===== src/design/pc_dec_pkg.sv =====
/*
  shared sizes and types of the polar decoder output stage
  info bit placement rule (bit reversal of the info index)
  serial CRC6 step, x^6+x^5+1, MSB first, zero start value
*/

`default_nettype none

package pc_dec_pkg;

  // --------------------------------------------------------------------------
  // sizes
  // --------------------------------------------------------------------------

  // codeword length in bits
  localparam int cN_MAX  = 32;
  localparam int cADDR_W = $clog2(cN_MAX);

  // 3GPP CRC6
  localparam int cCRC_W  = 6;

  // --------------------------------------------------------------------------
  // types
  // --------------------------------------------------------------------------

  typedef logic [cADDR_W-1:0] bit_addr_t;

  // data bits only, CRC bits not counted
  typedef logic [cADDR_W:0]   dlen_t;

  // decoder metric, carried through untouched
  typedef logic [7:0]         err_t;

  typedef logic [cCRC_W-1:0]  crc_t;

  // x^5 + 1 terms, x^6 implied by the shift out
  localparam crc_t cCRC_POLY = 6'b100001;

  // --------------------------------------------------------------------------
  // helpers
  // --------------------------------------------------------------------------

  // info bit i lives at bitrev(i) over the address width
  function automatic bit_addr_t info_pos(input bit_addr_t idx);
    bit_addr_t pos;
    pos = '0;
    for (int b = 0; b < cADDR_W; b++) begin
      pos[b] = idx[cADDR_W-1-b];
    end
    return pos;
  endfunction

  // one serial bit into the CRC register
  // the appended CRC is sent MSB first right after the data
  function automatic crc_t crc_step(input crc_t crc, input logic din);
    logic fb;
    crc_t nxt;
    fb  = din ^ crc[cCRC_W-1];
    nxt = {crc[cCRC_W-2:0], 1'b0};
    if (fb) begin
      nxt = nxt ^ cCRC_POLY;
    end
    return nxt;
  endfunction

endpackage

`default_nettype wire


===== src/design/pc_dec_bit_buffer.sv =====
/*
  single bank hard-decision bit buffer for one codeword
  write port from the decoder side, registered read port for the sink
  full flag and frame header latched at frame complete
*/

`default_nettype none
`timescale 1ns/1ps

module pc_dec_bit_buffer
  import pc_dec_pkg::*;
#(
  parameter int pN_MAX = 32,
  parameter int pTAG_W = 4
) (
  input  logic              iclk,
  input  logic              ireset,
  input  logic              iclkena,
  // decoder side
  input  logic              wr,
  input  bit_addr_t         waddr,
  input  logic              wdat,
  input  logic              wdone,
  input  logic [pTAG_W-1:0] wtag,
  input  err_t              werr,
  input  dlen_t             wdlen,
  // sink side
  input  bit_addr_t         raddr,
  input  logic              rempty,
  output logic              full,
  output logic              rdat,
  output logic [pTAG_W-1:0] rtag,
  output err_t              rerr,
  output dlen_t             rdlen
);

  // --------------------------------------------------------------------------
  // storage
  // --------------------------------------------------------------------------

  logic [pN_MAX-1:0] mem;

  // decoder side locked out while the sink owns the bank
  logic wr_ok;
  logic done_ok;

  assign wr_ok   = wr & ~full;
  assign done_ok = wdone & ~full;

  always_ff @(posedge iclk) begin
    if (iclkena) begin
      if (wr_ok) begin
        mem[waddr] <= wdat;
      end
      // read data one clock after the address
      rdat <= mem[raddr];
    end
  end

  // --------------------------------------------------------------------------
  // full flag
  // --------------------------------------------------------------------------

  // set by frame complete, cleared by the sink's empty strobe
  always_ff @(posedge iclk or posedge ireset) begin
    if (ireset) begin
      full <= 1'b0;
    end else if (iclkena) begin
      if (done_ok) begin
        full <= 1'b1;
      end else if (rempty) begin
        full <= 1'b0;
      end
    end
  end

  // frame header, held while full
  always_ff @(posedge iclk) begin
    if (iclkena) begin
      if (done_ok) begin
        rtag  <= wtag;
        rerr  <= werr;
        rdlen <= wdlen;
      end
    end
  end

endmodule

`default_nettype wire


===== src/design/pc_dec_out_top.sv =====
/*
  output stage top, bit buffer followed by the sink
  sizes and CRC option set here and passed down
*/

`default_nettype none
`timescale 1ns/1ps

module pc_dec_out_top
  import pc_dec_pkg::*;
#(
  parameter int pN_MAX   = 32,
  parameter bit pUSE_CRC = 1'b1,
  parameter int pTAG_W   = 4
) (
  input  logic              iclk,
  input  logic              ireset,
  input  logic              iclkena,
  // decoder write side
  input  logic              wr,
  input  bit_addr_t         waddr,
  input  logic              wdat,
  input  logic              wdone,
  input  logic [pTAG_W-1:0] wtag,
  input  err_t              werr,
  input  dlen_t             wdlen,
  // consumer side
  input  logic              req,
  output logic              busy,
  output logic              sop,
  output logic              val,
  output logic              eop,
  output logic              dat,
  output logic [pTAG_W-1:0] tag,
  output err_t              err,
  output logic              crc_err
);

  // --------------------------------------------------------------------------
  // buffer to sink
  // --------------------------------------------------------------------------

  logic              buf_full;
  logic              buf_rdat;
  logic [pTAG_W-1:0] buf_rtag;
  err_t              buf_rerr;
  dlen_t             buf_rdlen;
  bit_addr_t         sink_raddr;
  logic              sink_rempty;

  pc_dec_bit_buffer #(
    .pN_MAX (pN_MAX),
    .pTAG_W (pTAG_W)
  ) pc_dec_bit_buffer_inst (
    .iclk    (iclk),
    .ireset  (ireset),
    .iclkena (iclkena),
    .wr      (wr),
    .waddr   (waddr),
    .wdat    (wdat),
    .wdone   (wdone),
    .wtag    (wtag),
    .werr    (werr),
    .wdlen   (wdlen),
    .raddr   (sink_raddr),
    .rempty  (sink_rempty),
    .full    (buf_full),
    .rdat    (buf_rdat),
    .rtag    (buf_rtag),
    .rerr    (buf_rerr),
    .rdlen   (buf_rdlen)
  );

  // read latency of the buffer is part of the sink's 2 ticks
  pc_dec_sink #(
    .pN_MAX   (pN_MAX),
    .pUSE_CRC (pUSE_CRC),
    .pTAG_W   (pTAG_W)
  ) pc_dec_sink_inst (
    .iclk    (iclk),
    .ireset  (ireset),
    .iclkena (iclkena),
    .dlen    (buf_rdlen),
    .err_in  (buf_rerr),
    .full    (buf_full),
    .rdat    (buf_rdat),
    .rtag    (buf_rtag),
    .rempty  (sink_rempty),
    .raddr   (sink_raddr),
    .req     (req),
    .busy    (busy),
    .sop     (sop),
    .val     (val),
    .eop     (eop),
    .dat     (dat),
    .tag     (tag),
    .err     (err),
    .crc_err (crc_err)
  );

endmodule

`default_nettype wire


===== src/design/pc_dec_sink.sv =====
/*
  output sink of the polar decoder
  reads info bits in bit reversed order, one per request
  sop/val/eop framing, tag and metric pass through
  optional check of the appended CRC6
*/

`default_nettype none
`timescale 1ns/1ps

module pc_dec_sink
  import pc_dec_pkg::*;
#(
  parameter int pN_MAX   = 32,
  parameter bit pUSE_CRC = 1'b0,
  parameter int pTAG_W   = 4
) (
  input  logic              iclk,
  input  logic              ireset,
  input  logic              iclkena,
  // frame header from the buffer
  input  dlen_t             dlen,
  input  err_t              err_in,
  // buffer read side
  input  logic              full,
  input  logic              rdat,
  input  logic [pTAG_W-1:0] rtag,
  output logic              rempty,
  output bit_addr_t         raddr,
  // consumer side
  input  logic              req,
  output logic              busy,
  output logic              sop,
  output logic              val,
  output logic              eop,
  output logic              dat,
  output logic [pTAG_W-1:0] tag,
  output err_t              err,
  output logic              crc_err
);

  localparam int cIDX_W = $clog2(pN_MAX);

  typedef enum logic [1:0] {
    cIDLE,
    cDATA,
    cCRC,
    cDONE
  } state_t;

  state_t state;

  // read counter, done marks the last read of a phase
  dlen_t cnt_val;
  logic  cnt_done;
  dlen_t dlen_r;

  // info index one ahead of raddr
  logic [cIDX_W-1:0] idx_la;

  // 2 tick alignment to the read path
  logic [1:0] val_sr;
  logic [1:0] eop_sr;
  logic [1:0] set_sf;

  logic dat_val;
  logic crc_val;
  crc_t crc;
  crc_t crc_ref;
  crc_t crc_nxt;

  logic start;
  logic rd_acc;
  logic last_data;
  logic last_crc;
  logic val_in;
  logic eop_in;

  assign start     = (state == cIDLE) & full;
  assign rd_acc    = ((state == cDATA) & req) | (state == cCRC);
  assign last_data = (state == cDATA) & req & cnt_done;
  assign last_crc  = (state == cCRC) & cnt_done;

  // with CRC the last data val waits for the end of the CRC read
  assign val_in = pUSE_CRC ? (((state == cDATA) & req & ~cnt_done) | last_crc)
                           : ((state == cDATA) & req);
  assign eop_in = pUSE_CRC ? last_crc : last_data;

  // --------------------------------------------------------------------------
  // control FSM
  // --------------------------------------------------------------------------

  always_ff @(posedge iclk or posedge ireset) begin
    if (ireset) begin
      state <= cIDLE;
    end else if (iclkena) begin
      case (state)
        cIDLE : state <= full ? cDATA : cIDLE;
        cDATA : begin
          if (last_data) begin
            state <= pUSE_CRC ? cCRC : cDONE;
          end
        end
        cCRC  : state <= cnt_done ? cDONE : cCRC;
        // hold until the empty strobe has gone out
        cDONE : state <= rempty ? cIDLE : cDONE;
        default : state <= cIDLE;
      endcase
    end
  end

  // one pulse per frame, after the last val
  always_ff @(posedge iclk or posedge ireset) begin
    if (ireset) begin
      rempty <= 1'b0;
    end else if (iclkena) begin
      rempty <= (state == cDONE) & ~rempty;
    end
  end

  // --------------------------------------------------------------------------
  // read address and counters
  // --------------------------------------------------------------------------

  always_ff @(posedge iclk) begin
    if (iclkena) begin
      if (state == cIDLE) begin
        dlen_r   <= dlen;
        cnt_val  <= '0;
        cnt_done <= (dlen == dlen_t'(1));
        raddr    <= info_pos('0);
        idx_la   <= cIDX_W'(1);
      end else if (rd_acc) begin
        cnt_val  <= cnt_done ? '0 : (cnt_val + 1'b1);
        if (state == cCRC) begin
          cnt_done <= (cnt_val == dlen_t'(cCRC_W - 2));
        end else begin
          cnt_done <= (cnt_val == dlen_r - dlen_t'(2));
        end
        // CRC bits follow the data in index order
        raddr    <= info_pos(bit_addr_t'(idx_la));
        idx_la   <= idx_la + 1'b1;
      end
    end
  end

  // --------------------------------------------------------------------------
  // framing, 2 tick latency from request to val
  // --------------------------------------------------------------------------

  always_ff @(posedge iclk or posedge ireset) begin
    if (ireset) begin
      val_sr  <= '0;
      eop_sr  <= '0;
      set_sf  <= '0;
      dat_val <= 1'b0;
      crc_val <= 1'b0;
      busy    <= 1'b0;
      sop     <= 1'b0;
    end else if (iclkena) begin
      val_sr  <= {val_sr[0], val_in};
      eop_sr  <= {eop_sr[0], eop_in};
      set_sf  <= {set_sf[0], start};
      dat_val <= (state == cDATA) & req;
      crc_val <= (state == cCRC);
      // busy spans the frame up to the empty strobe
      if (set_sf[1]) begin
        busy <= 1'b1;
      end else if (rempty) begin
        busy <= 1'b0;
      end
      // sop up until the first val has gone
      if (set_sf[1]) begin
        sop <= 1'b1;
      end else if (val) begin
        sop <= 1'b0;
      end
    end
  end

  assign val = val_sr[1];
  assign eop = eop_sr[1];

  // header at start, data bit one tick after the RAM
  always_ff @(posedge iclk) begin
    if (iclkena) begin
      if (start) begin
        tag <= rtag;
        err <= err_in;
      end
      // crc reads leave dat on the last data bit
      if (dat_val) begin
        dat <= rdat;
      end
    end
  end

  // --------------------------------------------------------------------------
  // CRC check
  // --------------------------------------------------------------------------

  // received CRC, first bit ends up as MSB
  assign crc_nxt = {crc_ref[cCRC_W-2:0], rdat};

  always_ff @(posedge iclk) begin
    if (iclkena) begin
      if (start) begin
        crc     <= '0;
        crc_ref <= '0;
      end else begin
        if (dat_val) begin
          crc <= crc_step(crc, rdat);
        end
        if (crc_val) begin
          crc_ref <= crc_nxt;
        end
      end
    end
  end

  // compare on every CRC bit, the last one decides
  always_ff @(posedge iclk or posedge ireset) begin
    if (ireset) begin
      crc_err <= 1'b0;
    end else if (iclkena) begin
      if (!pUSE_CRC || start) begin
        crc_err <= 1'b0;
      end else if (crc_val) begin
        crc_err <= (crc != crc_nxt);
      end
    end
  end

endmodule

`default_nettype wire


===== config.mk =====
export PLATFORM = sky130hd
export DESIGN_NAME = pc_dec_out_top
export DESIGN_NICKNAME = d
export VERILOG_FILES = /design/src/design/pc_dec_pkg.sv /design/src/design/pc_dec_bit_buffer.sv /design/src/design/pc_dec_out_top.sv /design/src/design/pc_dec_sink.sv
export SDC_FILE = /design/constraint.sdc
export NUM_CORES = 1
export LEC_CHECK = 0
export BUFFER_PORTS_ARGS = -buffer_cell sky130_fd_sc_hd__buf_2
export CAP_MARGIN = 20
export CORE_MARGIN = 4
export CORE_UTILIZATION = 30
export DETAILED_ROUTE_END_ITERATION = 8
export PLACE_DENSITY = 0.44
export SYNTH_ARGS = -nofsm -noshare
export SYNTH_HDL_FRONTEND = slang
export SYNTH_SLANG_ARGS = --single-unit

===== constraint.sdc =====
create_clock -name iclk -period 2.9 [get_ports iclk]
set_input_delay 0.145 -clock iclk [delete_from_list [all_inputs] [get_ports iclk]]
set_output_delay 0.145 -clock iclk [all_outputs]
set_load 0.02 [all_outputs]

* Yosys cells after proc, flatten, opt, wreduce, memory -nomap -nowiden
Cells that the tools add are included.
Storage, ports and cells: ROM bits 0, memory bits (writable) 0, bits in registers 113, output and inout port bits 18, logic and storage cells 102, bits in latches 0, memories 0
Cells by class: shifts and indexed selects 0, add/sub/neg operators 3, div/mod/pow operators 0, reductions and logical operators 20, bitwise gates (word level) 15, $mul 0, $lt $le $gt $ge 3, eq/ne operators 8, mux-type cells 27
Operator list (count):
- bitwise mux 32 bit | 1
- two-way mux 6 bit | 4
- AND reduction 2 bit | 12
- two-way mux 5 bit | 3
- two-way mux 1 bit | 14
- < comparator 5 x 6 -> 1 bit, second input constant | 2
- nonzero test 2 bit | 6
- bitwise AND 1 bit | 8
- case mux 2 bit (4 select lines) | 1
- adder 6 x 1 -> 6 bit, second input constant | 1
- equality test 6 x 1 -> 1 bit, second input constant | 1
- equality test 6 x 3 -> 1 bit, second input constant | 1
- equality test 6 bit | 1
- != test 6 bit | 1
- subtractor 6 x 2 -> 6 bit, second input constant | 1
- adder 5 x 1 -> 5 bit, second input constant | 1
- binary-select mux 1 bit (select 5 bit) | 1
- demux 1 bit (select 5 bit) | 1
- >= comparator 5 x 1 -> 1 bit, second input constant | 1
- equality test 2 bit, second input constant | 2
- two-way mux 2 bit | 2
- NOT 1 bit | 3
- equality test 2 x 1 -> 1 bit, second input constant | 1
- zero test 2 bit | 1
- other kinds (5) | 6

* Longest topological paths before layout
word-level depth 5, gate-level depth with buffers 7, gate-level depth less buffers 7

* Modules after synthesis
From an unflattened synthesis, not the netlist that was laid out.
Unflattened totals: cell total of the unflattened synthesis 342, area total of the unflattened synthesis 4763.3 um^2
By module, submodules not included:
- pc_dec_sink | times used 1, cells each 195, area each 2642.5 um^2
- pc_dec_bit_buffer | times used 1, cells each 147, area each 2120.8 um^2

* Least setup slack after synthesis
No wires, ideal clock.
path type register to register, from reg pc_dec_sink_inst.state[1], to reg pc_dec_sink_inst.cnt_done (enable), cell stages (with the launch flop) 4, period minus slack after synthesis 2366 ps, required time 2483 ps, slack 534 ps, data arrival time 1949 ps, cell sequence dfrtp_1 buf_4 nand2b_1 a21boi_0
Between the ends: cells in the longest elaborated chain, start to end 5
RTL lines:
- from (decl) | line pc_dec_sink.sv:51 | state_t state;
- from (signal assigned) | line pc_dec_sink.sv:95 | state <= cIDLE;
- from (signal assigned) | line pc_dec_sink.sv:98 | cIDLE : state <= full ? cDATA : cIDLE;
- from (signal assigned) | line pc_dec_sink.sv:101 | state <= pUSE_CRC ? cCRC : cDONE;
- equality test 2 x 1 -> 1 bit | line pc_dec_sink.sv:80 | assign rd_acc = ((state == cDATA) & req) | (state == cCRC);
- bitwise AND 1 bit | line pc_dec_sink.sv:80
- OR 1 bit | line pc_dec_sink.sv:80
- nonzero test 2 bit (no source line) *
- AND reduction 2 bit (no source line) *
- to (signal assigned) | line pc_dec_sink.sv:130 | cnt_done <= (dlen == dlen_t'(1));
- to (signal assigned) | line pc_dec_sink.sv:136 | cnt_done <= (cnt_val == dlen_t'(cCRC_W - 2));
- to (signal assigned) | line pc_dec_sink.sv:138 | cnt_done <= (cnt_val == dlen_r - dlen_t'(2));
- to (decl) | line pc_dec_sink.sv:55 | logic cnt_done;
Every way passes the cells marked *; elsewhere a longest branch is shown, timed or not. A chain may end at the register's enable or synchronous reset.

* Worst setup path after layout
from reg pc_dec_sink_inst.state[1], to reg pc_dec_sink_inst.raddr[4] (enable)
Between the ends: cells in the longest elaborated chain, start to end 5
RTL lines:
- equality test 2 x 1 -> 1 bit | line pc_dec_sink.sv:80
- bitwise AND 1 bit | line pc_dec_sink.sv:80
- OR 1 bit | line pc_dec_sink.sv:80
- nonzero test 2 bit (no source line) *
- AND reduction 2 bit (no source line) *
- to (signal assigned) | line pc_dec_sink.sv:131 | raddr <= info_pos('0);
- to (signal assigned) | line pc_dec_sink.sv:141 | raddr <= info_pos(bit_addr_t'(idx_la));
- to (decl) | line pc_dec_sink.sv:29 | output bit_addr_t raddr,
Marks and branches as above.

==> summary.md <==
| Metric | Value |
|---|---|
| Height of the die | 133.2 um |
| Cell type contributing the most total cell area after synthesis | edfxtp_1 |
| Post_cts resized | 0 |
| Max-slew violation count | 0 |
| Cell count of the worst hold path | 4 |
| Worst setup path class | flop to flop |
| TritonCTS clock tree | done |
| Antenna Cells | 0 |
| Number of cell rows | 45 |
| Highest fanout seen on the critical path | 11 |
| Total nets after synthesis | 348 |
| Crit path cell chain | nand2b_1 -> a21boi_1 -> buf_4 |
| Final Hold Violating Endpoints | 0 |
| Startpoint Class | flop |
| Critical path capture point type | flop |
| Syn Area/Cell | 14.93 um2 |
| Post-synthesis cell type count | 44 |
| Post-layout nets | 426 |
| Clock edge transition at the registers on the reported setup and hold paths | 0.05 ns |
| Busiest grt layer | met2 |
| Syn. warnings | 0 |
| Sink count of the clock tree | approximately 110 |
| Share of cells above drive strength 1 | between 20% and 30% |
| Vias in the first global route | 2,812 |
| Detailed-route via count | 2,670 |
| Drt first-iter violations | 119 |
| Total Routing Usage GR | ~11% |
| Post-synth top area share | 62.57% |
| Hold Crit Start | req |
| Slowest cell on the critical path | a21boi_1 |
| Post-synth EDFFs | 98 |
| First-pass DRT Iterations | 4 |
| Total grt overflow | 0 |
| Met3 global-route usage | 4.154% |
| Non-filler instance count after layout | 616 |
| Slew of the pin with the lowest slew margin | about 0.77 ns |
| Outcome | finished clean |
| Maximum clock frequency | 518.8 MHz |
| Initial core utilization | about 30% |
| Final period demand of the worst path | 1.927 ns |
| Hold endpoint | pc_dec_sink_inst.state[0]$_DFFE_PP0P_ |
| Clock Tree Root | clkbuf_16 |
| Total Negative Setup Slacks | 0 ns |
| Primary flip-flop cell chosen by synthesis mapping | edfxtp_1 |
| Worst slew margin relative to its limit | 48.52% |
| Arrival time of the worst setup path | 2.03 ns |
| Placeable core region | roughly 15,000 um2 |
| Final wirelength | 8905 um |
| Area added between synthesis and finish | 25.78% |
| Cts hold-fix bufs | 19 |
| Count of cell instances traversed by the critical path | 3 |
| Worst hold path type | input port to flop |
| Buffer depth of the longest clock path | 2 |
| Post-route clock period utilization | 66.47% |
| Final HPWL DP | 5946 um |
| Horiz. Die Dim | 133.2 um |
| Synth area leaders | edfxtp_1 (63%), dfrtp_1 (8.0%), mux4_1 (4.5%) |
| Flop-to-flop setup slack | between 0.9 and 1 ns |
| Final ANT Viol Nets | 0 |
| Top-count cell post-synth | edfxtp_1 |
| Number of synthesized register bits | 113 |
| Setup repair after global routing missed its margin | false |
| Largest delay contributor family on the critical path | compound AO/OA/AOI/OAI gates |
| Worst R2R Path Depth | 3 |
| Slowest Stage Delay on Critical Path | 0.62 ns |
| Count of buffer and inverter cells on the critical path | 1 |
| Final setup violation count | 0 |
| Most frequent cells after synthesis | edfxtp_1 (98), nor2_1 (56), dfrtp_1 (15) |
| Number of instances in the synthesized netlist | 315 |
| Clock insertion delay at the later pin of the skew report | 0.40 ns |
| Number of vias per cell after detailed routing | 4.334 |
| Total power density per cell area | about 900 nW/um2 |
| Count of pins on the block boundary | 48 |
| Clock buffers created by TritonCTS | 17 |
| Worst-case clock skew | approximately 0.0055 ns |
| Critical Path RT | 3.00 ns |
| Global-route wire length before repair | around 15,000 um |
| Number of H-tree levels | 4 |
| Largest net degree at the start of global routing | 33 |
| Met2 global-route usage | 17.30% |
| Average wire per cell in the routed design | 14.46 um |
| Number of setup buffers added after CTS | 0 |
| Number of antenna violations at the first check in global routing | 0 |
| Placed Cells | between 500 and 600 |
| Met1 capacity usage during global routing | 13.02% |
| Launching point of the worst reg2reg path | pc_dec_sink_inst.state[1]$_DFFE_PP0P_ |
| Sequential area share after synthesis | 70.55% |
| Worst hold margin | 0.2300 ns |
| Overall die area | 17,740 um2 |
| Proportion of register bits with asynchronous set or reset after synthesis | roughly an eighth |
| VDD IR-drop max | 0.5067 mV |
| Count of port buffers added during placement | 47 |
| Max Cap Viol | 0 |
| Combined area of all synthesized cells | approximately 4700 um2 |
| Final Wtd Congestion | 0.6939 |
| Post-route DRC | 0 |
| Leakage dissipation | between 2 and 2.5 nW |
| Endpoint of the worst register-to-register path | pc_dec_sink_inst.raddr[4]$_SDFFCE_PP0P_ |
[state kept, by name, indices dropped and copies added (netlist names), 2 cells and up]
| register | count |
|---|---|
| pc_dec_bit_buffer_inst.rerr | 8 |
| pc_dec_sink_inst.idx_la | 5 |
| pc_dec_sink_inst.eop_sr | 2 |
| pc_dec_bit_buffer_inst.mem | 32 |
| pc_dec_sink_inst.raddr | 5 |
| pc_dec_bit_buffer_inst.rdlen | 6 |
| pc_dec_sink_inst.err | 8 |
| pc_dec_sink_inst.crc_ref | 5 |
| pc_dec_sink_inst.val_sr | 2 |
| pc_dec_sink_inst.crc | 6 |
| pc_dec_sink_inst.dlen_r | 6 |
| pc_dec_sink_inst.set_sf | 2 |
| pc_dec_sink_inst.cnt_val | 6 |
| pc_dec_sink_inst.state | 2 |
| pc_dec_bit_buffer_inst.rtag | 4 |
| pc_dec_sink_inst.tag | 4 |
[placed cells by master (no fill, tap or decap), types with 10 or more instances in the layout]
cell type and instances:
nor2_1 56, nor2b_1 14, edfxtp_1 98, clkbuf_16 17, nand2_1 13, buf_2 47
dlygate4sd3_1 19, dfrtp_1 15, xor2_1 10, xnor2_1 12
[through the flow]
| step | utilization, % | total power, mW | cell area [um2] | worst slack, ns |
|---|---|---|---|---|
| floorplan | - | 3.210 | 4703 | 0.5340 |
| global placement | 33.87 | 3.483 | 5167 | 1.041 |
| detailed placement | 33.87 | 3.496 | 5167 | 0.9952 |
| CTS | 38.77 | 5.529 | 5916 | 0.9406 |
| global route | 38.77 | 5.758 | 5916 | 0.8541 |
| finish | 38.77 | 5.455 | 5916 | 0.9725 |
[cell type report]
cell class                      count  area, um2
Inverter                            9      33.78
Timing Repair Buffer               71      462.9
Clock inverter                     10      117.6
Sequential cell                   113       3318
Tap cell                          211      264.0
Clock buffer                       21      440.4
Multi-Input combinational cell    181       1279
Fill cell                        1441       9343
[routing by layer]
metal,up-vias,part of all wire [%]
li1,1309,-
met1,1313,45
met2,37,50
met3,11,3.5
met4,0,1.7
met5,-,0
[tightest hold or removal path, stage by stage]
cell and delay [ns]:
buf_2 0.11, a21o_1 0.11, nand2_1 0.04, a22o_1 0.17
[worst max-delay path by stage]
stage | start | endpoint | slack, ns
final | pc_dec_sink_inst.state[1]$_DFFE_PP0P_ | pc_dec_sink_inst.raddr[4]$_SDFFCE_PP0P_ | 0.97
after global routing | pc_dec_sink_inst.state[1]$_DFFE_PP0P_ | pc_dec_sink_inst.raddr[1]$_SDFFCE_PP0P_ | 0.85
after CTS | pc_dec_sink_inst.state[1]$_DFFE_PP0P_ | pc_dec_sink_inst.raddr[0]$_SDFFCE_PP0P_ | 0.94
after detailed placement | pc_dec_sink_inst.raddr[1]$_SDFFCE_PP0P_ | pc_dec_bit_buffer_inst.rdat$_DFFE_PP_ | 1.0
after global placement | pc_dec_sink_inst.state[1]$_DFFE_PP0P_ | pc_dec_sink_inst.raddr[1]$_SDFFCE_PP0P_ | 1.04
after floorplan | pc_dec_sink_inst.state[1]$_DFFE_PP0P_ | pc_dec_sink_inst.cnt_done$_DFFE_PP_ | 0.53
[report_power, final]
part	switching (mW)	internal, mW	leakage [nW]
sequential	0.258	2.18	1.09
combinational	0.530	0.490	0.809
clock	0.670	1.32	0.270
total	1.46	4.00	2.17
[cells by family after synthesis]
kind of cell             after synthesis  synth area share (%)
AO/OA/AOI/OAI                         18                 2.740
XOR/XNOR                              22                 4.097
adder cells (fa/ha/maj)                3                0.7982
buffers and inverters                 21                 2.261
flip-flops                           113                 70.55
multiplexers                          21                 7.688
AND/OR/NAND/NOR                      117                 11.86
Power figures use the tool's default switching activity.
